File: config.mk
export PLATFORM = sky130hd
export DESIGN_NAME = reset_gen
export DESIGN_NICKNAME = d
export VERILOG_FILES = /design/src/rtl/mem_test_pkg.sv /design/src/rtl/reset_gen.sv
export SDC_FILE = /design/constraint.sdc
export NUM_CORES = 1
export LEC_CHECK = 0
export BUFFER_PORTS_ARGS = -buffer_cell sky130_fd_sc_hd__buf_2
export CORE_AREA = 3 3 40 42
export CTS_CLUSTER_SIZE = 8
export DETAILED_ROUTE_END_ITERATION = 6
export DIE_AREA = 0 0 43 45
export PLACE_DENSITY_LB_ADDON = 0.3
export SYNTH_ARGS = -nofsm -noshare
export SYNTH_HDL_FRONTEND = slang
export SYNTH_SLANG_ARGS = --single-unit
File: constraint.sdc
create_clock -name CLK -period 1.4 [get_ports CLK]
set_clock_uncertainty 0.15 [all_clocks]
set_input_delay 0.07 -clock CLK [delete_from_list [all_inputs] [get_ports CLK]]
set_output_delay 0.07 -clock CLK [all_outputs]
set_load 0.1 [all_outputs]
File: src/rtl/mem_test_pkg.sv
package mem_test_pkg;

  localparam int NUM_S = 4;
  localparam int SRAM_ADDR_WIDTH = 18;
  localparam int SRAM_DATA_WIDTH = 16;
  localparam int WORD_ADDR_WIDTH = 20;

  // Test region is NUM_BURSTS * NUM_BEATS words
  localparam int NUM_BURSTS = 4;
  localparam int NUM_BEATS = 16;

  localparam int RST_CYCLES = 16;

  localparam logic [15:0] PATTERN_KEY = 16'ha5c3;

  typedef logic [WORD_ADDR_WIDTH-1:0] word_addr_t;
  typedef logic [SRAM_ADDR_WIDTH-1:0] sram_addr_t;
  typedef logic [SRAM_DATA_WIDTH-1:0] sram_data_t;
  typedef logic [1:0] chip_sel_t;
  typedef logic [7:0] pass_cnt_t;

  typedef enum logic [1:0] {
    IDLE,
    WRITE,
    READ,
    WAIT_DONE
  } seq_state_t;

  // Pass count in the upper byte, word address in the lower byte
  function automatic sram_data_t pattern_word(pass_cnt_t pass, word_addr_t addr);
    return {pass, addr[7:0]} ^ PATTERN_KEY;
  endfunction

endpackage

File: src/rtl/reset_gen.sv
`timescale 1ns/1ns

module reset_gen (
  input  logic CLK,
  input  logic rst_n,
  output logic int_rst_n
);

  localparam int CNT_W = $clog2(mem_test_pkg::RST_CYCLES + 1);

  logic [CNT_W-1:0] cnt;

  // Count stops once the internal reset is released
  always_ff @(posedge CLK) begin
    if (!rst_n) begin
      cnt       <= '0;
      int_rst_n <= 1'b0;
    end else if (!int_rst_n) begin
      cnt <= cnt + 1'b1;
      if (cnt == CNT_W'(mem_test_pkg::RST_CYCLES - 1)) begin
        int_rst_n <= 1'b1;
      end
    end
  end

endmodule

* After elaboration in Yosys (flattened, before gate mapping)
Index checks and enable logic that the tools add are counted.
Operators by class: add/sub/neg operators 1, equality and inequality tests 1, multiplexer cells 2
Operators by type and width (count):
- adder 5 x 1 -> 5 bit, second input constant | 1
- equality test 5 x 4 -> 1 bit, second input constant | 1
- 2-to-1 mux 1 bit | 2
Word-level totals: bits in registers 6, input port bits 2, word-level logic and storage cells 6

* Longest topological paths before layout
depth after elaboration 3, depth in mapped cells 5, depth with buffers taken out 5

* Worst setup path after synthesis
Ideal clock, no wire load.
path kind flip-flop to flip-flop, from register int_rst_n, to register cnt[3], setup time 0.115 ns, arrival 1.479 ns, required time 1.135 ns, path slack -0.344 ns, cell stages (with the launch flop) 5, cell sequence dfxtp_1 -> buf_6 -> nand4b_4 -> xnor2_1 -> and2_1
RTL lines:
- start: declaration | line reset_gen.sv:6 | output logic int_rst_n
- start signal: assignment | line reset_gen.sv:17 | int_rst_n <= 1'b0;
- start signal: assignment | line reset_gen.sv:21 | int_rst_n <= 1'b1;
- end signal: assignment | line reset_gen.sv:19 | cnt <= cnt + 1'b1;
- end: declaration | line reset_gen.sv:11 | logic [CNT_W-1:0] cnt;

* Worst setup path in the final report
from register cnt[0], to register cnt[4]
On the way: word-level cells in the longest chain between the ends 1
Ends and longest elaborated chain (line):
- adder 5 x 1 -> 5 bit | reset_gen.sv:19
Every way passes these cells. A chain may end at the register's enable or synchronous reset.

==> results.md <==
- Status: finished, final reports clean
- Post-DRT Antenna Nets: 0
- Avg Cell Area, Syn: 11.21 µm²
- Die H: 45 µm
- DR DRC count: 0
- Post-synth top flop: dfxtp_1
- Skew-Pair Late Insertion Delay: 0.25 ns
- Syn Std Cell Area: 280.3 µm²
- Synthesized net count: 29
- Slew Limit Fails: 0
- CTS Buf Count: 3
- Area leader, netlist: dfxtp_1
- RSZ-0062 raised after global routing: false
- Placer Congestion: 0.7474
- Leak: 0.1740 nW
- Cells after synthesis: 25
- Crit path max-delay cell type: dfxtp_2
- Routed WL per cell: 8.979 µm
- Post-synthesis sequential area ratio: 42.86%
- CP endpoint kind: register
- Clock Pin Slew Worst Setup and Hold Paths: 0.05 ns
- Area Growth Syn to Fin: 38.84%
- Netlist cell types: 14
- Detailed Route WL: 431 µm
- Post-Route Utilization: 30.28%
- Fmax: 752.7 MHz
- Fillers: 134
- CTS H-tree depth: 1
- Hold Fails Final Rpt: 0
- Vias/cell: 3.875
- Largest net degree at the start of global routing: 9
- CTS Root Cell: clkbuf_4
- Critical path's most frequent cell: ha_4
- Period Utilization, post-route: 94.90%
- Yosys Warn Count: 0
- Yosys top cell area share: 42.86%
- Row count: 13
- Design Area, Final: 389.1 µm²
- Dominant cells by area after synthesis: dfxtp_1 43%, xnor2_1 9.4%, and2_1 8.9%
- First-pass GRT wire length: 662 µm
- Vias: 186
- Minimum clock period: 1.329 ns
- Final setup violation count: 0
- Ys async rst share: 0%
- Crit path buf inv count: 0
- Arrival time worst endpoint: 1.32 ns
- Post-Layout Cell Count: 48
- Area after DPL: 320.3 µm²
- Share of layout cells above drive strength 1: 45.45%
- Count leader, synth: dfxtp_1
- Number of synthesized flops with an enable pin: 0
- Maximum vdd drop: 0.4612 mV
- Pwr Total: 0.0003966 W
- Total gr overflow: 0
- Initial core utilization: 21.81%
- Die width: 43 µm
- Pre-CTS setup slack: -0.01161 ns
- CP Data Required Time: 1.40 ns
- Synth cell count leaders: 6 x dfxtp_1, 4 x and2_1, 3 x xnor2_1
- CP cell instances: ha_4 -> and3_4 -> ha_4 -> o21ai_2 -> and2_1
- Initial drt markers: 3
- GR Util All Layers: 5.241%
- Max Cap Viol: 0
- # IOs: 3
- Seq cells post-synth: 6
- PortBufs: 2
- Crit Path Category: register to register
- Placed cells: 43
- Maximum clock path buffer count: 2
- CORE AREA: 1285 µm²
- Nets: 38
- Worst relative slew slack: 67.75%
- Die Area: 1935 µm²
- Critical path fanouts, max: 2
- Final setup margin: 0.07138 ns
- Setup bufs post-CTS: 0
- Vias in the first global route: 176
- CP Launch Type: register
- Critical path's top delay family: adder cells
- Max stage delay on crit path: 0.33 ns
- CTS tree: yes
- # diodes: 0
- Detailed-router iteration count before antenna repair: 2
- # clock sinks: 6
- Slew at the pin with the worst max-slew slack: 0.4872 ns
- Hold crit path type: register to register
- Initial antenna violation count: 0
- Power density cells: 1019 nW/µm²
==> layout by cell type, fill, tap and decap left out, drive strengths merged <==
cell / instances
o21a: 1
nand2b: 1
xnor2: 3
o21ai: 1
dlygate4sd3: 1
inv: 1
nor2b: 1
and2: 4
nand2: 1
ha: 2
clkbuf: 4
mux2i: 1
dfxtp: 6
buf: 4
and3: 1
nand4b: 1
==> power by group <==
| group | internal (W) | leakage [nW] | switching (W) |
|---|---|---|---|
| clock network | 0.000108 | 0.0150 | 0.0000668 |
| registers | 0.000178 | 0.0503 | 0.00000796 |
| logic | 0.0000216 | 0.109 | 0.0000141 |
| total | 0.000308 | 0.174 | 0.0000888 |
==> state kept, by name, indices dropped and copies added (netlist names) <==
signal / count
cnt: 5
int_rst_n: 1
==> through the flow <==
| stage | setup TNS [ns] | hold slack (ns) |
|---|---|---|
| after global routing | 0 | 0.4107 |
| final | 0 | 0.3966 |
| after floorplan | 0 | 0.03671 |
| after CTS | 0 | 0.3945 |
| after detailed placement | -0.01161 | 0.1961 |
| after global placement | 0 | 0.1896 |
==> per-layer routing <==
| metal | track usage (%) | routed length, µm | vias to the layer above |
|---|---|---|---|
| met5 | 0 | 0 | - |
| met4 | 1.807 | 0 | 0 |
| met3 | 5.976 | 31 | 0 |
| met2 | 8.383 | 229 | 5 |
| met1 | 4.087 | 171 | 85 |
| li1 | - | - | 96 |
==> cells by family after synthesis <==
kind of cell | count (synthesis) | share of synthesized area, %
buffers and inverters | 2 | 5.356
adder cells (fa/ha/maj) | 2 | 8.927
multiplexers | 1 | 3.572
XOR/XNOR | 3 | 9.377
AND/OR/NAND/NOR | 9 | 25.45
AO/OA/AOI/OAI | 2 | 4.464
flip-flops | 6 | 42.86
==> final timing paths <==
path                  start   endpoint  slack (ns)  depth (start not counted)
setup / recovery     cnt[0]     cnt[4]        0.07                          5
hold / removal    int_rst_n  int_rst_n        0.40                          1
setup reg to reg     cnt[0]     cnt[4]        0.07                          5
hold reg to reg   int_rst_n  int_rst_n        0.40                          1
==> layout make-up <==
cell class,count,area (µm²),share of cell area [%]
multi-input combinational,17,178.9,45.98
sequential,6,126.4,32.48
timing repair buffer,5,35.03,9.003
clock buffer,4,26.28,6.752
tap,15,18.77,4.823
inverter,1,3.754,0.9646
==> what timing repair did <==
item	4_1_cts	5_1_grt
pin swaps	0	3
endpoints found under the hold margin	6	0
hold buffers	1	0
gates cloned	0	0
setup endpoints to repair	1	1
gates resized for setup	1	5
No activity file was read; power rests on OpenSTA's default activity.
