--- src/rtl/mem_test_pkg.sv ---
package mem_test_pkg;

  localparam int NUM_S = 4;
  localparam int SRAM_ADDR_WIDTH = 18;
  localparam int SRAM_DATA_WIDTH = 16;
  localparam int WORD_ADDR_WIDTH = 20;

  // Test region is NUM_BURSTS * NUM_BEATS words
  localparam int NUM_BURSTS = 4;
  localparam int NUM_BEATS = 16;

  localparam int RST_CYCLES = 16;

  localparam logic [15:0] PATTERN_KEY = 16'ha5c3;

  typedef logic [WORD_ADDR_WIDTH-1:0] word_addr_t;
  typedef logic [SRAM_ADDR_WIDTH-1:0] sram_addr_t;
  typedef logic [SRAM_DATA_WIDTH-1:0] sram_data_t;
  typedef logic [1:0] chip_sel_t;
  typedef logic [7:0] pass_cnt_t;

  typedef enum logic [1:0] {
    IDLE,
    WRITE,
    READ,
    WAIT_DONE
  } seq_state_t;

  // Pass count in the upper byte, word address in the lower byte
  function automatic sram_data_t pattern_word(pass_cnt_t pass, word_addr_t addr);
    return {pass, addr[7:0]} ^ PATTERN_KEY;
  endfunction

endpackage

--- src/rtl/result_check.sv ---
`timescale 1ns/1ns

module result_check (
  input  logic                     CLK,
  input  logic                     rst_n,
  input  logic                     chk_valid,
  input  mem_test_pkg::sram_data_t chk_data,
  input  mem_test_pkg::word_addr_t chk_addr,
  input  logic                     chk_last,
  input  mem_test_pkg::pass_cnt_t  chk_pass,

  output logic                     test_done,
  output logic                     test_pass,
  output logic [7:0]               first_fail_addr,
  output logic [7:0]               error_count,
  output mem_test_pkg::pass_cnt_t  pass_count
);

  mem_test_pkg::sram_data_t expected;
  logic                     mismatch;

  assign expected = mem_test_pkg::pattern_word(chk_pass, chk_addr);
  assign mismatch = chk_valid && (chk_data != expected);

  always_ff @(posedge CLK) begin
    if (!rst_n) begin
      test_done       <= 1'b0;
      test_pass       <= 1'b1;
      first_fail_addr <= '0;
      error_count     <= '0;
      pass_count      <= '0;
    end else begin
      test_done <= chk_valid && chk_last;

      if (chk_valid && chk_last) begin
        pass_count <= pass_count + 1'b1;
      end

      if (mismatch) begin
        test_pass <= 1'b0;
        // Sticky flag still set means this is the first failure
        if (test_pass) begin
          first_fail_addr <= chk_addr[7:0];
        end
        if (error_count != 8'hff) begin
          error_count <= error_count + 1'b1;
        end
      end
    end
  end

endmodule

--- config.mk ---
export PLATFORM = sky130hd
export DESIGN_NAME = result_check
export DESIGN_NICKNAME = d
export VERILOG_FILES = /design/src/rtl/mem_test_pkg.sv /design/src/rtl/result_check.sv
export SDC_FILE = /design/constraint.sdc
export NUM_CORES = 1
export LEC_CHECK = 0
export BUFFER_PORTS_ARGS = -buffer_cell sky130_fd_sc_hd__buf_2
export CAP_MARGIN = 10
export CORE_UTILIZATION = 45
export CTS_BUF_LIST = sky130_fd_sc_hd__clkbuf_2
export DETAILED_ROUTE_END_ITERATION = 7
export GPL_TIMING_DRIVEN = 0
export HOLD_SLACK_MARGIN = 0.02
export PLACE_DENSITY_LB_ADDON = 0.15
export SYNTH_ARGS = -nofsm -noshare
export SYNTH_HDL_FRONTEND = slang
export SYNTH_SLANG_ARGS = --single-unit
export TNS_END_PERCENT = 50
--- constraint.sdc ---
create_clock -name CLK -period 2.35 [get_ports CLK]
set_clock_uncertainty 0.1 [all_clocks]
set_input_delay 0.235 -clock CLK [delete_from_list [all_inputs] [get_ports CLK]]
set_output_delay 0.235 -clock CLK [all_outputs]
set_load 0.01 [all_outputs]
; Word level (Yosys, flattened, before mapping)
; Index checks and enable logic that the tools add are counted.
[op_classes]
add_sub_neg = 2
magnitude_cmp = 0
n_shift = 0
bitwise = 1
n_mux = 0
reduce_logical = 4
multipliers = 0
div_mod_pow = 0
eq_ne = 2
[ops]
columns = cell, count
row1 = $add 8x1->8 const B, 2
row2 = $ne 16x16->1, 1
row3 = $ne 8x8->1 const B, 1
row4 = $not 8->8, 1
row5 = $reduce_and 2->1, 2
row6 = $logic_and 1x1->1, 2
[word_totals]
latch_bits = 0
word_cells = 14
n_memories = 0
in_bits = 48
mem_bits_rw = 0
out_inout_bits = 26
romBits = 0
reg_bits = 26

; Depth between registers and ports, before layout
; Gate-level depths: netlist (run 1).
[depth]
ltp_word = 4
depth_mapped = 6

; Worst setup path before layout (run 1)
; OpenSTA, ideal clock, no wires.
[synth_path]
path_type = flip-flop to flip-flop
start = register error_count[0]
end = register error_count[6]
path_buffers = 0
t_arrival_ns = 1.638
stages_incl_launch_ff = 6
setup_ns = 0.116
synth_period_minus_slack_ns = 1.854
slack_ns = 0.496
cell_sequence = dfxtp_1 > ha_1 > and3_1 > nand4_1 > or4b_2 > o211a_1
[synth_between]
elab_chain_cells = 2
word_cells_on_any_way = 3
cone_classes = add/sub: 1 / eq/ne: 1 / reduce/logical: 1
[synth_lines]
columns = item, line
row1 = from (decl), result_check.sv:15  ; output logic [7:0] error_count,
row2 = from (signal assigned), result_check.sv:46  ; error_count <= error_count + 1'b1;
row3 = "parallel branches: the longest is 2 deep, another holds $add 8x1->8", -
; Parallel ways; which one is timed is not known.
; A chain may end at the register's enable or synchronous reset.

; Final worst setup path (run 1)
; Ends and elaborated chain as after synthesis.

==> results of run 1 <==
worst register-to-register path, stage by stage, from the launching register on:
cell	delay (ps)
dfxtp_1	490
ha_1	200
and3_1	200
nand4_1	130
or4b_2	610
o211a_1	140
power breakdown:
part | internal [uW] | switching, uW
registers | 458 | 12.5
logic | 73.5 | 74.1
clock network | 37.0 | 130
metal layers:
layer / track usage [%] / wire (um) / up-vias / share of wire [%]
met5: 0 / 0 / - / 0
met4: 5.23 / 52 / 0 / 1.7
met3: 3.26 / 117 / 6 / 3.7
met2: 37.4 / 1700 / 33 / 55
met1: 21.7 / 1250 / 608 / 40
li1: - / - / 661 / -
sequential cells by signal (all words and copies together), names as in the netlist:
signal and flops:
test_pass 1, pass_count 8, test_done 1, first_fail_addr 8, error_count 8
cells in the mapped netlist (all sizes together):
master,n
nand3,7
or3,1
mux2i,13
or4b,1
and3,2
nand2b,4
nor2,12
dfxtp,26
nor3,2
or4,3
and2,1
o211a,1
buf,2
o31ai,2
o21ai,2
clkbuf,4
nand2,27
a21oi,4
xnor2,10
nor3b,1
xor2,12
ha,2
nand4,8
inv,5
nor4,1
stage by stage:
stage	instances	total power, uW	instance area [um^2]	hold slack (ps)
global route	254	825	1740	24.1
floorplan	153	554	1320	277
global placement	244	613	1660	341
CTS	249	782	1690	24.5
detailed placement	244	620	1660	345
finish	254	785	1740	24.4
cells by family after synthesis:
family / after synthesis / share of synthesized area [%]
and+or+nand+nor: 70 / 26.6
DFF: 26 / 39.4
xor gates and xnor gates: 22 / 14.6
muxes: 13 / 9.85
buffers and inverters: 11 / 3.50
AOI/OAI and AO/OA: 9 / 4.17
adders and majority gates: 2 / 1.89
cell type report:
type / count / share of cell area [%]
multi-input combinational: 116 / 43.4
sequential: 26 / 29.9
timing repair buffer: 66 / 20.7
tap: 31 / 2.23
buffer: 6 / 1.58
inverter: 5 / 1.08
clock buffer: 3 / 0.863
clock inverter: 1 / 0.216
timing repair:
action | 4_1_cts | 5_1_grt
hold buffers | 1 | 5
endpoints found under the setup margin | 0 | 0
endpoints found under the hold margin | 1 | 5
worst max path at each step:
stage | depth (start not counted) | slack (ps) | end
detailed placement | 5 | 430 | error_count[6]
global route | 6 | 290 | error_count[7]
CTS | 5 | 390 | error_count[6]
floorplan | 5 | 500 | error_count[6]
global placement | 5 | 480 | error_count[6]
finish | 5 | 410 | error_count[6]
==> impl_metrics.csv, run 1 <==
group,metric,value,unit
clock_tree,insertion_delay,340,ps
drt,post_drt_wl_per_cell,12.3,um
sta,hold_viol_final,0,
clock_tree,clock_sinks,26,
drt,viasPerCell,5.15,
flow_run,drv_cap,0,
clock_tree,cts_buffer_depth,2,
critical_path,crit_chain,"ha_1 > and3_1 > nand4_1 > or4b_2 > o211a_1",
clock_tree,cts_made_buffers,3,
critical_path,crit_buf_inv,0,
critical_path,cp_data_required_time,2530,ps
global_route,grt_overflow_total,0,
global_route,grt_first_pass_wirelength,4.94,mm
sta,slew_violations,0,
synth,synth_cell_types,27,
synth,ys_seq_elements,26,
critical_path,r2r-start,"error_count[0]",
global_route,grt_usage,19.5,%
critical_path,slowest_delay,610,ps
pwr,ir_drop,0.325,mV
critical_path,critPathArrivalTime,2120,ps
synth,syn-num-nets,203,
clock_tree,htreeDepth,1,
drt,drt_iter0_drc,48,
status,status,"completed",
critical_path,startpoint,"error_count[0]",
drt,vias,1308,
synth,synth_top_cell_by_area,"dfxtp_1",
clock_tree,cts_tree,"built",
sta,max_freq,514,MHz
floorplan,die_x,56.2,um
sta,setup_viol,0,
drt,ant_nets,0,
critical_path,path_max_fanout,7,
layout,final_nets,274,
floorplan,core,2760,um^2
layout,layout_common_cells,"61 x buf_2, 27 x nand2_1, 26 x dfxtp_1, 13 x mux2i_1, 12 x xor2_1",
placed_design,numPortBuffers,60,
floorplan,dieArea,3160,um^2
pwr,power-per-cell-area,451,nW/um^2
floorplan,placementRows,19,
global_route,grt_pass1_vias,1221,
layout,syn2layout_area_growth,31.6,%
sta,fin_tns_setup,0,ps
sta,period_minus_slack,1940,ps
clock_tree,cts_root_buffer,"clkbuf_2",
drt,drc,0,
min_path,holdCritPathClass,"in2reg",
layout,multi_input_area,754,um^2
floorplan,pin_count,74,
sta,period_share,82.7,%
critical_path,crit_path_top_delay_cell,"or4b_2",
drt,routed_wl,3.12,mm
layout,regArea,520,um^2
min_path,min_from,"chk_addr[5]",
placed_design,place.gp.congestion,0.756,
floorplan,dieHeight,56.2,um
synth,syn_area,1320,um^2
layout,fill_cells,276,
critical_path,worstSetupStartpointType,"flop",
global_route,antenna_found_initial,0,
critical_path,reg2reg_to,"error_count[6]",
layout,diodes,0,
min_path,min_to,"first_fail_addr[5]",
global_route,grt_max_degree,15,
clock_tree,clk_pin_slew_worst_paths,240,ps
critical_path,cp-end-kind,"flop",
pwr,p_leak,0.000822,uW
synth,synth.area.top_cells,"dfxtp_1 39%, mux2i_1 9.8%, xor2_1 8.0%",
layout,drive_gt1_share,30.5,%
sta,grt_setup_unrepaired,"false",
floorplan,initial_core_util,47.9,%
critical_path,worst-setup-path-type,"reg2reg",
clock_tree,postCtsSetupRepairBufs,0,
layout,final_common_cell,"buf_2",
critical_path,r2r_cells,5,
clock_tree,post_cts_resized,0,
sta,max_slew_margin,68.6,%
layout,utilization,63.1,%
synth,seq_area_frac_synth,39.4,%
critical_path,crit_family,"simple AND/OR/NAND/NOR gates",
sta,setup_ws,406,ps
min_path,hold_depth,3,
synth,yosysWarnings,0,
critical_path,reg2reg_slack,410,ps
drt,first_pass_iters,4,
synth,syn_inst,153,
synth,yosysTopAreaCellShare,39.4,%
placed_design,pre_cts_slack,431,ps
placed_design,dp_hpwl,2.34,mm
sta,worst_pin_slew,470,ps
synth,syn_avg_cell_area,8.64,um^2
Note: power is estimated with default switching activity, not from simulation.
==> run 2, diff against run 1 <==
--- a/config.mk
+++ b/config.mk
@@ -7,7 +7,7 @@
 export LEC_CHECK = 0
 export BUFFER_PORTS_ARGS = -buffer_cell sky130_fd_sc_hd__buf_2
 export CAP_MARGIN = 10
-export CORE_UTILIZATION = 45
+export CORE_UTILIZATION = 41
 export CTS_BUF_LIST = sky130_fd_sc_hd__clkbuf_2
 export DETAILED_ROUTE_END_ITERATION = 7
 export GPL_TIMING_DRIVEN = 0
==> constraint.sdc (replaced) <==
create_clock -name CLK -period 1.6 [get_ports CLK]
set_clock_uncertainty 0.1 [all_clocks]
set_input_delay 0.16 -clock CLK [delete_from_list [all_inputs] [get_ports CLK]]
set_output_delay 0.16 -clock CLK [all_outputs]
set_load 0.01 [all_outputs]
==> run 2 against run 1 <==
The flow now finishes with violations (setup timing); utilization is 1.4 points higher; flip-flop and latch count stayed put; via count is 5.4% higher; design area is 13% higher; register-to-register slack worse by 460 ps.
==> impl_metrics.csv, run 2 (synthesis results as in run 1) <==
group,metric,value,unit
status,status,"finished, violations left",
status,failed_checks,"setup timing",
drt,first_pass_iters,4,
global_route,grt_pass1_vias,1233,
critical_path,crit_buf_inv,0,
layout,multi_input_area,828,um^2
critical_path,crit_path_top_delay_cell,"or4b_4",
critical_path,worstSetupStartpointType,"flop",
sta,hold_ws,55.0,ps
drt,drc,0,
critical_path,crit_family,"simple AND/OR/NAND/NOR gates",
clock_tree,cts_tree,"built",
critical_path,slowest_delay,500,ps
layout,reg.largest.list,"error_count: 8 flops, first_fail_addr: 8 flops, pass_count: 8 flops",
placed_design,place_area,1710,um^2
critical_path,cp_data_required_time,1790,ps
layout,drive_gt1_share,40.2,%
sta,max_freq,604,MHz
clock_tree,clk_pin_slew_worst_paths,250,ps
sta,worst_pin_slew,485,ps
placed_design,pre_cts_slack,-103,ps
min_path,holdCritPathClass,"in2reg",
pwr,seq_power_share,50.7,%
floorplan,placementRows,20,
sta,setup_ws,-54.3,ps
floorplan,initial_core_util,43.3,%
global_route,grtUsageMet2,37.0,%
layout,syn2layout_area_growth,49.0,%
drt,drt_iter0_drc,59,
floorplan,dieArea,3450,um^2
layout,diodes,0,
global_route,grt_overflow_total,0,
pwr,p_sw_share,25.2,%
sta,period_minus_slack,1650,ps
sta,setup_viol,4,
clock_tree,htreeDepth,1,
layout,final_common_cell,"buf_2",
sta,fin_tns_setup,-71.0,ps
sta,max_slew_margin,67.7,%
global_route,grt_first_pass_wirelength,5.29,mm
layout,fill_cells,278,
floorplan,dieHeight,58.8,um
pwr,p_int,1020,uW
global_route,top_usage_layer,"met2",
floorplan,pin_count,74,
pwr,p_leak,0.000890,uW
layout,regArea,534,um^2
layout,final_cell_area,1970,um^2
drt,routed_wl,3.39,mm
sta,slew_violations,0,
clock_tree,cts_buffer_depth,2,
placed_design,place.gp.congestion,0.733,
floorplan,core,3050,um^2
layout,layout_common_cells,"61 x buf_2, 26 x nand2_1, 19 x dfxtp_1, 13 x mux2i_1, 12 x xor2_1",
placed_design,numPortBuffers,60,
critical_path,cp-end-kind,"flop",
pwr,power-per-cell-area,691,nW/um^2
pwr,combPwrFrac,18.4,%
layout,final_nets,285,
clock_tree,cts_made_buffers,3,
drt,ant_nets,0,
sta,period_share,103,%
pwr,pwr-share-clk,30.8,%
clock_tree,cts_root_buffer,"clkbuf_2",
global_route,antenna_found_initial,0,
placed_design,dp_hpwl,2.31,mm
global_route,grt_max_degree,16,
critical_path,worst-setup-path-type,"reg2reg",
pwr,ir_drop,0.300,mV
clock_tree,insertion_delay,350,ps
pwr,p_switching,343,uW
sta,hold_viol_final,0,
global_route,met3_usage,2.64,%
clock_tree,clock_sinks,26,
flow_run,drv_cap,0,
drt,post_drt_wl_per_cell,12.2,um
drt,vias,1379,
sta,grt_setup_unrepaired,"true",
drt,viasPerCell,4.96,
critical_path,path_max_fanout,3,
floorplan,die_x,58.8,um
critical_path,critPathArrivalTime,1850,ps
global_route,grt_usage,19.7,%
critical_path,crit_chain,"ha_4 > and3_4 > nand4_1 > or4b_4 > o211a_1",
global_route,use_met1,23.5,%
[run 2: worst paths after layout]
check | start | end | slack [ps] | cells after the start
setup reg to reg | error_count[1] | error_count[6] | -50 | 5
hold reg to reg | first_fail_addr[0] | first_fail_addr[0] | 380 | 2
setup / recovery | error_count[1] | error_count[6] | -50 | 5
hold / removal | chk_valid | test_pass | 60 | 4
[run 2: layout make-up]
cell class,instances,share of cell area (%)
sequential,26,27.1
tap,44,2.80
clock inverter,1,1.53
multi-input combinational,116,42.1
inverter,5,0.954
buffer,6,1.40
clock buffer,3,0.763
timing repair buffer,77,23.3
[run 2: worst min-delay path, cell delays in order]
cell and delay (ps):
buf_2 160, inv_1 60, o21ai_0 70, nand2_1 60
[run 2: metrics by stage]
step | util, % | total power (uW) | std cells
final | 64.5 | 1360 | 278
after global routing | 64.5 | 1420 | 278
after CTS | 62.6 | 1360 | 276
after detailed placement | 55.9 | 913 | 257
after global placement | 55.9 | 905 | 257
after floorplan | - | 818 | 153
[run 2: timing repair]
action                                  4_1_cts  5_1_grt
gates cloned                                  0        0
hold endpoints to repair                     10        0
setup buffers                                 4        2
resized for setup                             4       13
hold buffers                                 11        0
pin swaps                                     3        3
endpoints found under the setup margin        3       10
[run 2: layer usage]
| layer | vias up | share of wire, % |
|---|---|---|
| met5 | - | 0 |
| met4 | 0 | 0.74 |
| met3 | 4 | 4.4 |
| met2 | 42 | 54 |
| met1 | 651 | 41 |
| li1 | 682 | - |
[run 2: power by group through the flow]
stage	combinational (uW)	clock [uW]	sequential, uW
final	251	419	690
after detailed placement	207	0	707
after floorplan	101	0	716
after global routing	274	451	694
after CTS	244	423	690
after global placement	200	0	705
