File: src/rtl/mem_test_pkg.sv
package mem_test_pkg;

  localparam int NUM_S = 4;
  localparam int SRAM_ADDR_WIDTH = 18;
  localparam int SRAM_DATA_WIDTH = 16;
  localparam int WORD_ADDR_WIDTH = 20;

  // Test region is NUM_BURSTS * NUM_BEATS words
  localparam int NUM_BURSTS = 4;
  localparam int NUM_BEATS = 16;

  localparam int RST_CYCLES = 16;

  localparam logic [15:0] PATTERN_KEY = 16'ha5c3;

  typedef logic [WORD_ADDR_WIDTH-1:0] word_addr_t;
  typedef logic [SRAM_ADDR_WIDTH-1:0] sram_addr_t;
  typedef logic [SRAM_DATA_WIDTH-1:0] sram_data_t;
  typedef logic [1:0] chip_sel_t;
  typedef logic [7:0] pass_cnt_t;

  typedef enum logic [1:0] {
    IDLE,
    WRITE,
    READ,
    WAIT_DONE
  } seq_state_t;

  // Pass count in the upper byte, word address in the lower byte
  function automatic sram_data_t pattern_word(pass_cnt_t pass, word_addr_t addr);
    return {pass, addr[7:0]} ^ PATTERN_KEY;
  endfunction

endpackage

File: src/rtl/stripe_router.sv
`timescale 1ns/1ns

module stripe_router (
  input  logic                     CLK,
  input  logic                     rst_n,
  input  logic                     req,
  input  logic                     req_we,
  input  mem_test_pkg::word_addr_t req_addr,
  input  mem_test_pkg::sram_data_t req_wdata,
  input  logic                     req_last,
  input  mem_test_pkg::pass_cnt_t  req_pass,

  output logic [mem_test_pkg::NUM_S-1:0] port_req,
  output logic [mem_test_pkg::NUM_S-1:0] port_we,
  output mem_test_pkg::sram_addr_t       port_addr [mem_test_pkg::NUM_S],
  output mem_test_pkg::sram_data_t       port_wdata[mem_test_pkg::NUM_S],
  input  mem_test_pkg::sram_data_t       port_rdata[mem_test_pkg::NUM_S],
  input  logic [mem_test_pkg::NUM_S-1:0] port_rvalid,

  output logic                     chk_valid,
  output mem_test_pkg::sram_data_t chk_data,
  output mem_test_pkg::word_addr_t chk_addr,
  output logic                     chk_last,
  output mem_test_pkg::pass_cnt_t  chk_pass
);

  localparam int SEL_W = $bits(mem_test_pkg::chip_sel_t);

  mem_test_pkg::chip_sel_t sel;
  mem_test_pkg::chip_sel_t ret_sel;

  // One outstanding access per chip, so one tag per chip
  mem_test_pkg::word_addr_t tag_addr[mem_test_pkg::NUM_S];
  mem_test_pkg::pass_cnt_t  tag_pass[mem_test_pkg::NUM_S];
  logic                     tag_last[mem_test_pkg::NUM_S];

  assign sel = req_addr[SEL_W-1:0];

  always_ff @(posedge CLK) begin
    if (!rst_n) begin
      port_req <= '0;
    end else begin
      for (int i = 0; i < mem_test_pkg::NUM_S; i++) begin
        port_req[i] <= req && (sel == mem_test_pkg::chip_sel_t'(i));
      end
    end
  end

  always_ff @(posedge CLK) begin
    for (int i = 0; i < mem_test_pkg::NUM_S; i++) begin
      if (req && (sel == mem_test_pkg::chip_sel_t'(i))) begin
        port_we[i]    <= req_we;
        port_addr[i]  <= req_addr[mem_test_pkg::WORD_ADDR_WIDTH-1:SEL_W];
        port_wdata[i] <= req_wdata;
        tag_addr[i]   <= req_addr;
        tag_pass[i]   <= req_pass;
        tag_last[i]   <= req_last;
      end
    end
  end

  always_comb begin
    ret_sel = '0;
    for (int i = 0; i < mem_test_pkg::NUM_S; i++) begin
      if (port_rvalid[i]) begin
        ret_sel = mem_test_pkg::chip_sel_t'(i);
      end
    end
  end

  always_ff @(posedge CLK) begin
    if (!rst_n) begin
      chk_valid <= 1'b0;
    end else begin
      chk_valid <= |port_rvalid;
    end
  end

  always_ff @(posedge CLK) begin
    chk_data <= port_rdata[ret_sel];
    chk_addr <= tag_addr[ret_sel];
    chk_pass <= tag_pass[ret_sel];
    chk_last <= tag_last[ret_sel];
  end

  // Request spacing must keep chip returns from overlapping
  assert property (@(posedge CLK) disable iff (!rst_n) $onehot0(port_rvalid))
    else $error("more than one port returned read data");

endmodule

File: config.mk
export PLATFORM = sky130hd
export DESIGN_NAME = stripe_router
export DESIGN_NICKNAME = d
export VERILOG_FILES = /design/src/rtl/mem_test_pkg.sv /design/src/rtl/stripe_router.sv
export SDC_FILE = /design/constraint.sdc
export NUM_CORES = 1
export LEC_CHECK = 0
export CORE_AREA = 2 2 124 126
export CTS_CLUSTER_DIAMETER = 200
export DETAILED_ROUTE_END_ITERATION = 16
export DIE_AREA = 0 0 126 128
export DONT_BUFFER_PORTS = 1
export MAX_ROUTING_LAYER = met4
export PLACE_DENSITY = 0.84
export SLEW_MARGIN = 40
export SYNTH_ARGS = -nofsm -noshare
export SYNTH_HDL_FRONTEND = slang
export SYNTH_SLANG_ARGS = --single-unit
File: constraint.sdc
create_clock -name CLK -period 5.7 [get_ports CLK]
set_clock_uncertainty 0.15 [all_clocks]
set_input_delay 0.855 -clock CLK [delete_from_list [all_inputs] [get_ports CLK]]
set_output_delay 0.855 -clock CLK [all_outputs]
set_load 0.005 [all_outputs]
# Word-level counts from Yosys, hierarchy flattened
# Memory sizes are Yosys's and may differ from the RTL's. A register that Yosys moved wholly into a read port is not among the register bits.
# Index checks and enable logic that the tools add are counted.
dict set report totals {
  inputBits 117
  elab_cells 79
  regBits 161
  n_memories 3
  mem_bits_rw 116
  output_inout_bits 190
}
# name words word_bits read_ports rd_clocked_by_memory_dff wr line_no
set memory_table {}
lappend memory_table {tag_addr 4 20 1 1 1 stripe_router.sv:33} ;# mem_test_pkg::word_addr_t tag_addr[mem_test_pkg::NUM_S];
lappend memory_table {tag_pass 4 8 1 1 1 stripe_router.sv:34} ;# mem_test_pkg::pass_cnt_t tag_pass[mem_test_pkg::NUM_S];
lappend memory_table {tag_last 4 1 1 1 1 stripe_router.sv:35} ;# logic tag_last[mem_test_pkg::NUM_S];
dict set report classes {
  bitwise 1
  n_reduce_logical 15
  eq_ne 3
  n_lt_le_gt_ge 1
  muxes 41
}
# operator n
set op_table {}
lappend op_table {{$mux W20} 3}
lappend op_table {{$reduce_or A20 Y1} 3}
lappend op_table {{$bmux W16 S2} 1}
lappend op_table {{$mux W16} 2}
lappend op_table {{$mux W8} 3}
lappend op_table {{$reduce_or A8 Y1} 3}
lappend op_table {{$mux W2} 11}
lappend op_table {{$mux W1} 21}
lappend op_table {{$eq A2 B2 Y1 const B} 2}
lappend op_table {{$logic_and A1 B1 Y1} 4}
lappend op_table {{$reduce_or A4 Y1} 1}
lappend op_table {{$ge A3 B3 Y1 const B} 1}
lappend op_table {{$not A2 Y3} 1}
lappend op_table {{$reduce_or A1 Y1} 3}
lappend op_table {{$eq A2 B1 Y1 const B} 1}
lappend op_table {{$logic_not A2 Y1} 1}

# Depth between registers and ports, before layout
# Gate-level depths: netlist of the first run.
dict set report depth {
  depth_word 8
  ltp_mapped 4
  depth_no_buf 2
}

# Worst setup path after synthesis of the first run
# Ideal clock, no wire load.
dict set report synth_timing {
  kind {input port to flip-flop}
  startpoint {input port req_addr[1]}
  endpoint {register port_addr[54] in the netlist's numbering (enable)}
  slack_ns 0.769
  setup_ns 0.517
  n_path_buf 0
  cell_stages 1
  arrival_ns 4.264
  required_ns 5.033
  cell_sequence {nor3b_1}
}
dict set report synth_via {
  elab_chain_len 2
}
# element line_no
set synth_rtl {}
lappend synth_rtl {{start: declaration} stripe_router.sv:8} ;# input mem_test_pkg::word_addr_t req_addr,
lappend synth_rtl {{$logic_not A2 Y1} stripe_router.sv:51} ;# if (req && (sel == mem_test_pkg::chip_sel_t'(i))) begin
lappend synth_rtl {{$logic_and A1 B1 Y1} stripe_router.sv:51}
lappend synth_rtl {{end signal: indexed assignment} stripe_router.sv:53} ;# port_addr[i] <= req_addr[mem_test_pkg::WORD_ADDR_WIDTH-1:SEL_W];
lappend synth_rtl {{end: declaration} stripe_router.sv:15} ;# output mem_test_pkg::sram_addr_t port_addr [mem_test_pkg::NUM_S],
# Every way passes these cells.
# A chain may end at the register's enable or synchronous reset.

# Worst setup path in the final report of the first run
dict set report layout_timing {
  startpoint {register port_addr[6] in the netlist's numbering}
  endpoint {output port port_addr[6] in the netlist's numbering}
}
# No word-level cell between the ends.

==> results of run 1 <==
## cell families after synthesis
| family | after synthesis |
|---|---|
| mux | 45 |
| flops | 234 |
| buf+inv | 96 |
| simple gates | 101 |
| compound gates | 46 |
## metal layers
| layer | share of wire | vias to the layer above |
|---|---|---|
| li1 | - | 1743 |
| met1 | 0.35 | 1963 |
| met2 | 0.52 | 272 |
| met3 | 0.11 | 21 |
| met4 | 0.015 | 0 |
| met5 | 0 | - |
## sequential cells by signal, indices dropped and copies added (netlist names)
name / flops
chk_addr: 20
port_addr: 68
chk_data: 16
port_req: 4
tag_addr: 12
chk_valid: 1
port_wdata: 64
tag_pass: 32
tag_last: 4
chk_last: 1
chk_pass: 8
port_we: 4
## path summary, 6_finish.rpt
check	endpoint	slack, ps	from
worst max-delay path	port_addr[6]	3730	port_addr[6]
worst min-delay path	port_req[0]	280	req_addr[0]
worst max register to register	chk_addr[11]	4620	port_addr[27]
worst min register to register	chk_pass[6]	410	tag_pass[3][6]
## through the flow
stage | cells | total power (uW)
5_1_grt | 659 | 3720
2_1_floorplan | 522 | 2150
3_5_place_dp | 618 | 2140
6_report | 659 | 3610
3_3_place_gp | 618 | 2140
4_1_cts | 658 | 3640
## Yosys cell counts
cell,number
edfxtp_1,184
buf_4,73
dfxtp_1,50
nor3b_1,48
mux2i_1,45
nor2b_1,45
a211oi_1,35
a211oi_2,10
clkbuf_1,9
buf_2,8
buf_12,3
and3b_1,2
nand2_1,2
and3_1,1
buf_6,1
buf_8,1
clkbuf_2,1
nor2_1,1
nor2_2,1
nor3_1,1
o41a_1,1
## power groups by stage
stage	clock network (uW)	logic [uW]	registers [uW]
3_5_place_dp	0	103	2040
2_1_floorplan	0	139	2010
5_1_grt	1590	113	2010
6_report	1500	102	2000
3_3_place_gp	0	97.6	2040
4_1_cts	1530	103	2010
## cell type report
type | count | area share
clock buffer | 26 | 0.0653
clock inverter | 14 | 0.0188
multi-input combinational | 192 | 0.170
sequential | 234 | 0.714
tap | 188 | 0.0257
timing repair buffer | 5 | 0.00548
==> parameters.txt, run 1 <==
Parameter                              Value

Status
  Run status ... finished, final reports clean

Worst setup path
  Startpoint type of the worst setup path ... flip-flop
  Logic depth of the worst path, buffers included ... 0
  Data required, critical path ... 4700 ps
  WP data arrival ... 960 ps
  Kind of critical path ... flip-flop to primary output
  Critical path capture point type ... primary output
  Depth of the most critical reg-to-reg path ... 2
  Highest fanout seen on the critical path ... 2

STA
  Maximum frequency from static timing analysis ... 509 MHz
  Final worst path period share ... 0.345
  Slew HR ... 0.467
  Number of max-slew violations in the final report ... 0
  Setup TNS ... 0 ps
  Final-report hold violation count ... 0
  Final hold slack ... 282 ps
  Post-layout min period ... 1970 ps
  Worst Max-Slew Pin Slew ... 799 ps
  Setup repair after global routing missed its margin ... false
  # setup viols final ... 0
  Min setup slack post-route ... 3730 ps

Layout
  Layout cell share with drive strength beyond 1 ... 0.121
  Ant. Diodes ... 0
  Net total in the final layout ... 572
  Fillers ... 1018
  Commonest non-fill, non-tap cells in the layout ... edfxtp_1 (184), dfxtp_1 (50), nor3b_1 (47), mux2i_1 (45), nor2b_1 (45)
  Total area of multi-input combinational cells ... 0.00156 sq mm
  Most common library cell in the layout ignoring fill and taps ... edfxtp_1
  Final core occ ... 0.615
  Area used by sequential logic in the layout ... 0.00653 sq mm
  Layout Cell Area excl Fill ... 0.00914 sq mm
  Growth of design area from synthesis to finish ... 4.09%

Placement
  Count of input and output buffers ... 0
  Placed inst area ... 0.00835 sq mm
  Sum of net half-perimeters after detailed placement ... 10700 microns
  Worst slack at placement ... 3290 ps
  Last weighted congestion value of the routability-driven placer ... 0.792

Power and ir drop
  Switching fraction of total power ... 0.199
  Proportion of power drawn by flip-flops and latches ... 0.555
  Portion of total power attributed to combinational logic ... 0.028
  Share of total power in the clock network ... 0.416
  Switching power ... 720 uW
  Lkg Pwr ... 0.00303 uW
  Power Density ... 395 mW/mm^2
  Design internal power ... 2890 uW
  Worst supply voltage drop on vdd ... 0.256 mV

GRT
  Wire length of the first global-routing pass ... 24000 microns
  Overall global routing resource usage ... 0.206
  Number of global-route vias before repair ... 4124
  Initial antenna violation count ... 0
  Most heavily used metal layer in global routing ... met2
  Largest net degree at the start of global routing ... 93
  Met2 global-route usage ... 0.355
  Met3 layer usage reported by global route ... 0.0751
  Residual overflow from global routing ... 0
  GR Layer Usage met1 ... 0.228

Floorplan
  Chip width ... 126 microns
  I/O pin count ... 307
  Floorplan die area ... 0.0161 sq mm
  Row count ... 45
  Die Span Y ... 128 microns
  Effective utilization at floorplan ... 0.590
  Core Footprint ... 0.0149 sq mm

Logic synthesis
  Xor and xnor fraction of the mapped netlist area ... 0
  Post-synth top area cell ... edfxtp_1
  Number of unique standard cell types used by synthesis ... 21
  Largest cells by area after synthesis ... edfxtp_1 (63%), dfxtp_1 (11%), buf_4 (6.2%)
  Multiplexer share of the synthesized area ... 0.0513
  Yosys warns ... 0
  Post-synthesis net count ... 639
  Part of the Yosys area used for sequential elements ... 0.744
  Adder-cell area share of the yosys netlist ... 0
  Cells after synthesis ... 522
  Compound-gate portion of the synthesized area ... 0.0455
  Syn Area/Cell ... 16.8 sq um
  Area fraction of the dominant cell type after synthesis ... 0.630
  Flops & latches, synth ... 234
  Mapped Area ... 0.00878 sq mm
  Main combinational cell family by area after synthesis ... buffers and inverters
  Post-synthesis share of cell area spent on and, or, nand and nor gates ... 0.0784

Drt
  Total Wirelength ... 17300 microns
  Residual DRC ... 0
  Number of vias per cell after detailed routing ... 6.07
  Routed wire length per instance ... 26.3 microns
  Count of antenna-violating nets left after detailed routing ... 0
  Total via count after detailed routing ... 3999
  Number of optimization iterations in the first detailed-route pass ... 4
  Iteration-0 DRC Markers ... 148

CTS
  Number of sinks handled by clock tree synthesis ... 234
  Clock-pin slew on the worst setup and hold paths ... 70 ps
  Buffer levels on the longest clock path ... 3
  Level count of the clock H-tree ... 1
  # resized after CTS ... 0
  Clk Latency, worst-skew pair ... 490 ps
  Cts hold-fix bufs ... 0
  Root buffer cell ... clkbuf_16
  Setup repair bufs after CTS ... 0
  TritonCTS clock tree ... built
  TritonCTS Buffers ... 22

Hold path
  Worst Hold Depth ... 1
  Type of the most critical hold path ... input pin to flip-flop

Job
  MaxCap Viol Count ... 0
Power figures use the tool's default switching activity.
==> run 2: changes to the inputs <==
--- a/config.mk
+++ b/config.mk
@@ -5,13 +5,14 @@
 export SDC_FILE = /design/constraint.sdc
 export NUM_CORES = 1
 export LEC_CHECK = 0
-export CORE_AREA = 2 2 124 126
+export ABC_AREA = 1
+export CORE_AREA = 2 2 131 133
 export CTS_CLUSTER_DIAMETER = 200
 export DETAILED_ROUTE_END_ITERATION = 16
-export DIE_AREA = 0 0 126 128
+export DIE_AREA = 0 0 133 135
 export DONT_BUFFER_PORTS = 1
 export MAX_ROUTING_LAYER = met4
-export PLACE_DENSITY = 0.84
+export PLACE_DENSITY = 0.83
 export SLEW_MARGIN = 40
 export SYNTH_ARGS = -nofsm -noshare
 export SYNTH_HDL_FRONTEND = slang
==> constraint.sdc (replaced) <==
create_clock -name CLK -period 1.65 [get_ports CLK]
set_clock_uncertainty 0.15 [all_clocks]
set_input_delay 0.2475 -clock CLK [delete_from_list [all_inputs] [get_ports CLK]]
set_output_delay 0.2475 -clock CLK [all_outputs]
set_load 0.005 [all_outputs]
==> parameters.txt, run 2 <==
Parameter                              Value

STA
  Final worst path period share ... 0.959
  # setup viols final ... 0 (unchanged)
  Number of max-slew violations in the final report ... 0 (unchanged)
  Final-report hold violation count ... 0 (unchanged)
  Post-layout min period ... 1580 ps
  Maximum frequency from static timing analysis ... 632 MHz
  Worst Max-Slew Pin Slew ... 637 ps (was 799 ps)
  Slew HR ... 0.575 (was 0.467)
  Min setup slack post-route ... 67.8 ps (was 3730 ps)
  Setup repair after global routing missed its margin ... false (unchanged)

Power and ir drop
  Worst supply voltage drop on vdd ... 0.997 mV (was 0.256 mV)
  Tot Pwr ... 13700 uW (was 3610 uW)
  Lkg Pwr ... 0.00462 uW (was 0.00303 uW)
  Power Density ... 1220 mW/mm^2 (was 395 mW/mm^2)

Drt
  Number of optimization iterations in the first detailed-route pass ... 5 (was 4)
  Number of vias per cell after detailed routing ... 5.31 (was 6.07)
  Routed wire length per instance ... 21.3 microns (was 26.3 microns)
  Residual DRC ... 0 (unchanged)
  Total Wirelength ... 24500 microns (was 17300 microns)
  Total via count after detailed routing ... 6106 (was 3999)
  Count of antenna-violating nets left after detailed routing ... 0 (unchanged)
  Iteration-0 DRC Markers ... 477 (was 148)

Layout
  Largest register by flop count ... port_addr (unchanged)
  Number of flip-flops in the largest register ... 68 (unchanged)
  Final core occ ... 0.680 (was 0.615)
  Commonest non-fill, non-tap cells in the layout ... edfxtp_1 (184), nor2_1 (181), nand2_1 (180), dlygate4sd3_1 (119), inv_1 (93) (was edfxtp_1 (184), dfxtp_1 (50), nor3b_1 (47), mux2i_1 (45), nor2b_1 (45))
  Growth of design area from synthesis to finish ... 20.6% (was 4.09%)
  Layout cell share with drive strength beyond 1 ... 0.0796 (was 0.121)
  Ant. Diodes ... 0 (unchanged)
  Net total in the final layout ... 1029 (was 572)
  Most common library cell in the layout ignoring fill and taps ... edfxtp_1 (unchanged)
  Biggest regs ... port_addr (68), port_wdata (64), tag_pass (32) (unchanged)

Worst setup path
  Startpoint type of the worst setup path ... input pin (was flip-flop)
  Data required, critical path ... 1900 ps (was 4700 ps)
  Kind of critical path ... input pin to flip-flop (was flip-flop to primary output)
  Critical path cell sequence ... buf_12 > nand2_4 > nand2_2 > buf_12 > nand2_1 > nand2_1 > dlygate4sd3_1 > nand2_1
  Critical path's slowest cell ... dlygate4sd3_1
  Critical path capture point type ... flip-flop (was primary output)
  Crit-path most repeated cell ... nand2_1
  WP data arrival ... 1830 ps (was 960 ps)
  Delay of the slowest cell on the worst path ... 580 ps
  Highest fanout seen on the critical path ... 31 (was 2)

Floorplan
  Row count ... 47 (was 45)
  Effective utilization at floorplan ... 0.564 (was 0.590)
  Chip width ... 133 microns (was 126 microns)
  Floorplan die area ... 0.0180 sq mm (was 0.0161 sq mm)
  Die Span Y ... 135 microns (was 128 microns)
  Core Footprint ... 0.0164 sq mm (was 0.0149 sq mm)
  I/O pin count ... 307 (unchanged)

GRT
  Initial antenna violation count ... 0 (unchanged)
  Largest net degree at the start of global routing ... 47 (was 93)
  Number of global-route vias before repair ... 6190 (was 4124)
  Wire length of the first global-routing pass ... 35600 microns (was 24000 microns)
  Overall global routing resource usage ... 0.272 (was 0.206)
  Residual overflow from global routing ... 0 (unchanged)

Logic synthesis
  Cells after synthesis ... 853 (was 522)
  Largest cells by area after synthesis ... edfxtp_1 (60%), dfxtp_1 (11%), nor2_1 (7.5%) (was edfxtp_1 (63%), dfxtp_1 (11%), buf_4 (6.2%))
  Part of the Yosys area used for sequential elements ... 0.705 (was 0.744)
  Post-synth top flop ... edfxtp_1 (unchanged)
  Most numerous cell in the Yosys netlist ... nor2_1 (was edfxtp_1)
  EDFF count, synth ... 184 (unchanged)
  Asr flop ratio synth ... 0 (unchanged)
  Syn Area/Cell ... 10.8 sq um (was 16.8 sq um)
  Area fraction of the dominant cell type after synthesis ... 0.597 (was 0.630)
  Number of unique standard cell types used by synthesis ... 14 (was 21)
  Post-synth top area cell ... edfxtp_1 (unchanged)
  Flops & latches, synth ... 234 (unchanged)
  Mapped Area ... 0.00925 sq mm (was 0.00878 sq mm)
  Yosys warns ... 0 (unchanged)
  Post-synthesis net count ... 970 (was 639)
  Most used standard cells in the synthesized netlist ... nor2_1 (186), edfxtp_1 (184), nand2_1 (182), inv_1 (93), buf_4 (82) (was edfxtp_1 (184), buf_4 (73), dfxtp_1 (50), nor3b_1 (48))

CTS
  Root buffer cell ... clkbuf_16 (unchanged)
  Level count of the clock H-tree ... 1 (unchanged)
  Clock-pin slew on the worst setup and hold paths ... 70 ps (about the same)
  TritonCTS clock tree ... built (unchanged)
  Clk Latency, worst-skew pair ... 520 ps (was 490 ps)
  Buffer levels on the longest clock path ... 3 (unchanged)
  TritonCTS Buffers ... 24 (was 22)
  Setup repair bufs after CTS ... 0 (unchanged)
  Number of sinks handled by clock tree synthesis ... 234 (unchanged)

Placement
  Sum of net half-perimeters after detailed placement ... 12900 microns (was 10700 microns)
  Worst slack at placement ... 178 ps (was 3290 ps)
  Count of input and output buffers ... 0 (unchanged)
  Last weighted congestion value of the routability-driven placer ... 0.792 (about the same)

Status
  Run status ... finished, final reports clean (unchanged)

Hold path
  Type of the most critical hold path ... input pin to flip-flop (unchanged)

Job
  MaxCap Viol Count ... 0 (unchanged)
==> run 2: logic make-up (layout without fill, tap and decap cells) <==
| kind of cell | after synthesis | in the layout | synth area share |
|---|---|---|---|
| compound gates | 1 | 1 | 0.000540 |
| buf+inv | 199 | 276 | 0.116 |
| flops | 234 | 234 | 0.705 |
| simple gates | 419 | 419 | 0.178 |
==> run 2: path summary, 6_finish.rpt <==
check,from,end,slack (ps),cells after the start
setup / recovery,port_rvalid[1],chk_data[15],70,8
hold / removal,port_rvalid[1],chk_addr[0],40,5
setup reg to reg,port_addr[62],chk_addr[10],560,4
hold reg to reg,tag_addr[1][0],chk_addr[0],360,4
==> run 2: repair_timing <==
item | in CTS | in global routing
hold buffers | 120 | 0
hold endpoints to repair | 326 | 0
endpoints found under the setup margin | 0 | 2
resized for setup | 0 | 2
==> run 2: power breakdown <==
part | leakage, uW | internal [uW] | switching, uW | total [uW]
sequential | 0.00211 | 6730 | 225 | 6950
clock | 0.000415 | 3320 | 2410 | 5730
combinational | 0.00209 | 418 | 568 | 986
total | 0.00462 | 10500 | 3200 | 13700
==> run 2: metrics by stage <==
stage               hold slack, ps  setup TNS [ps]  area [sq um]  instances
floorplan                      177          -43490          9280        853
global placement               182               0          9080        986
detailed placement             183               0          9090        986
CTS                           30.4               0         11200       1150
global route                  66.8               0         11200       1150
finish                        37.7               0         11200       1150
==> run 2: area by class of cell <==
class	instances	area (sq um)
Fill cell	1068	5240
Clock inverter	19	231
Multi-Input combinational cell	420	1700
Clock buffer	25	626
Sequential cell	234	6530
Inverter	96	364
Timing Repair Buffer	136	1440
Tap cell	220	275
==> run 2: routing by layer <==
layer / track usage / share of wire
met3: 0.0758 / 0.10
met5: - / 0
met4: 0.0944 / 0.029
met2: 0.478 / 0.51
met1: 0.299 / 0.36
==> run 2: critical path, delay by kind of cell <==
kind                   cells  cell delay [ps]
buffers and inverters      3              990
and+or+nand+nor            5              550
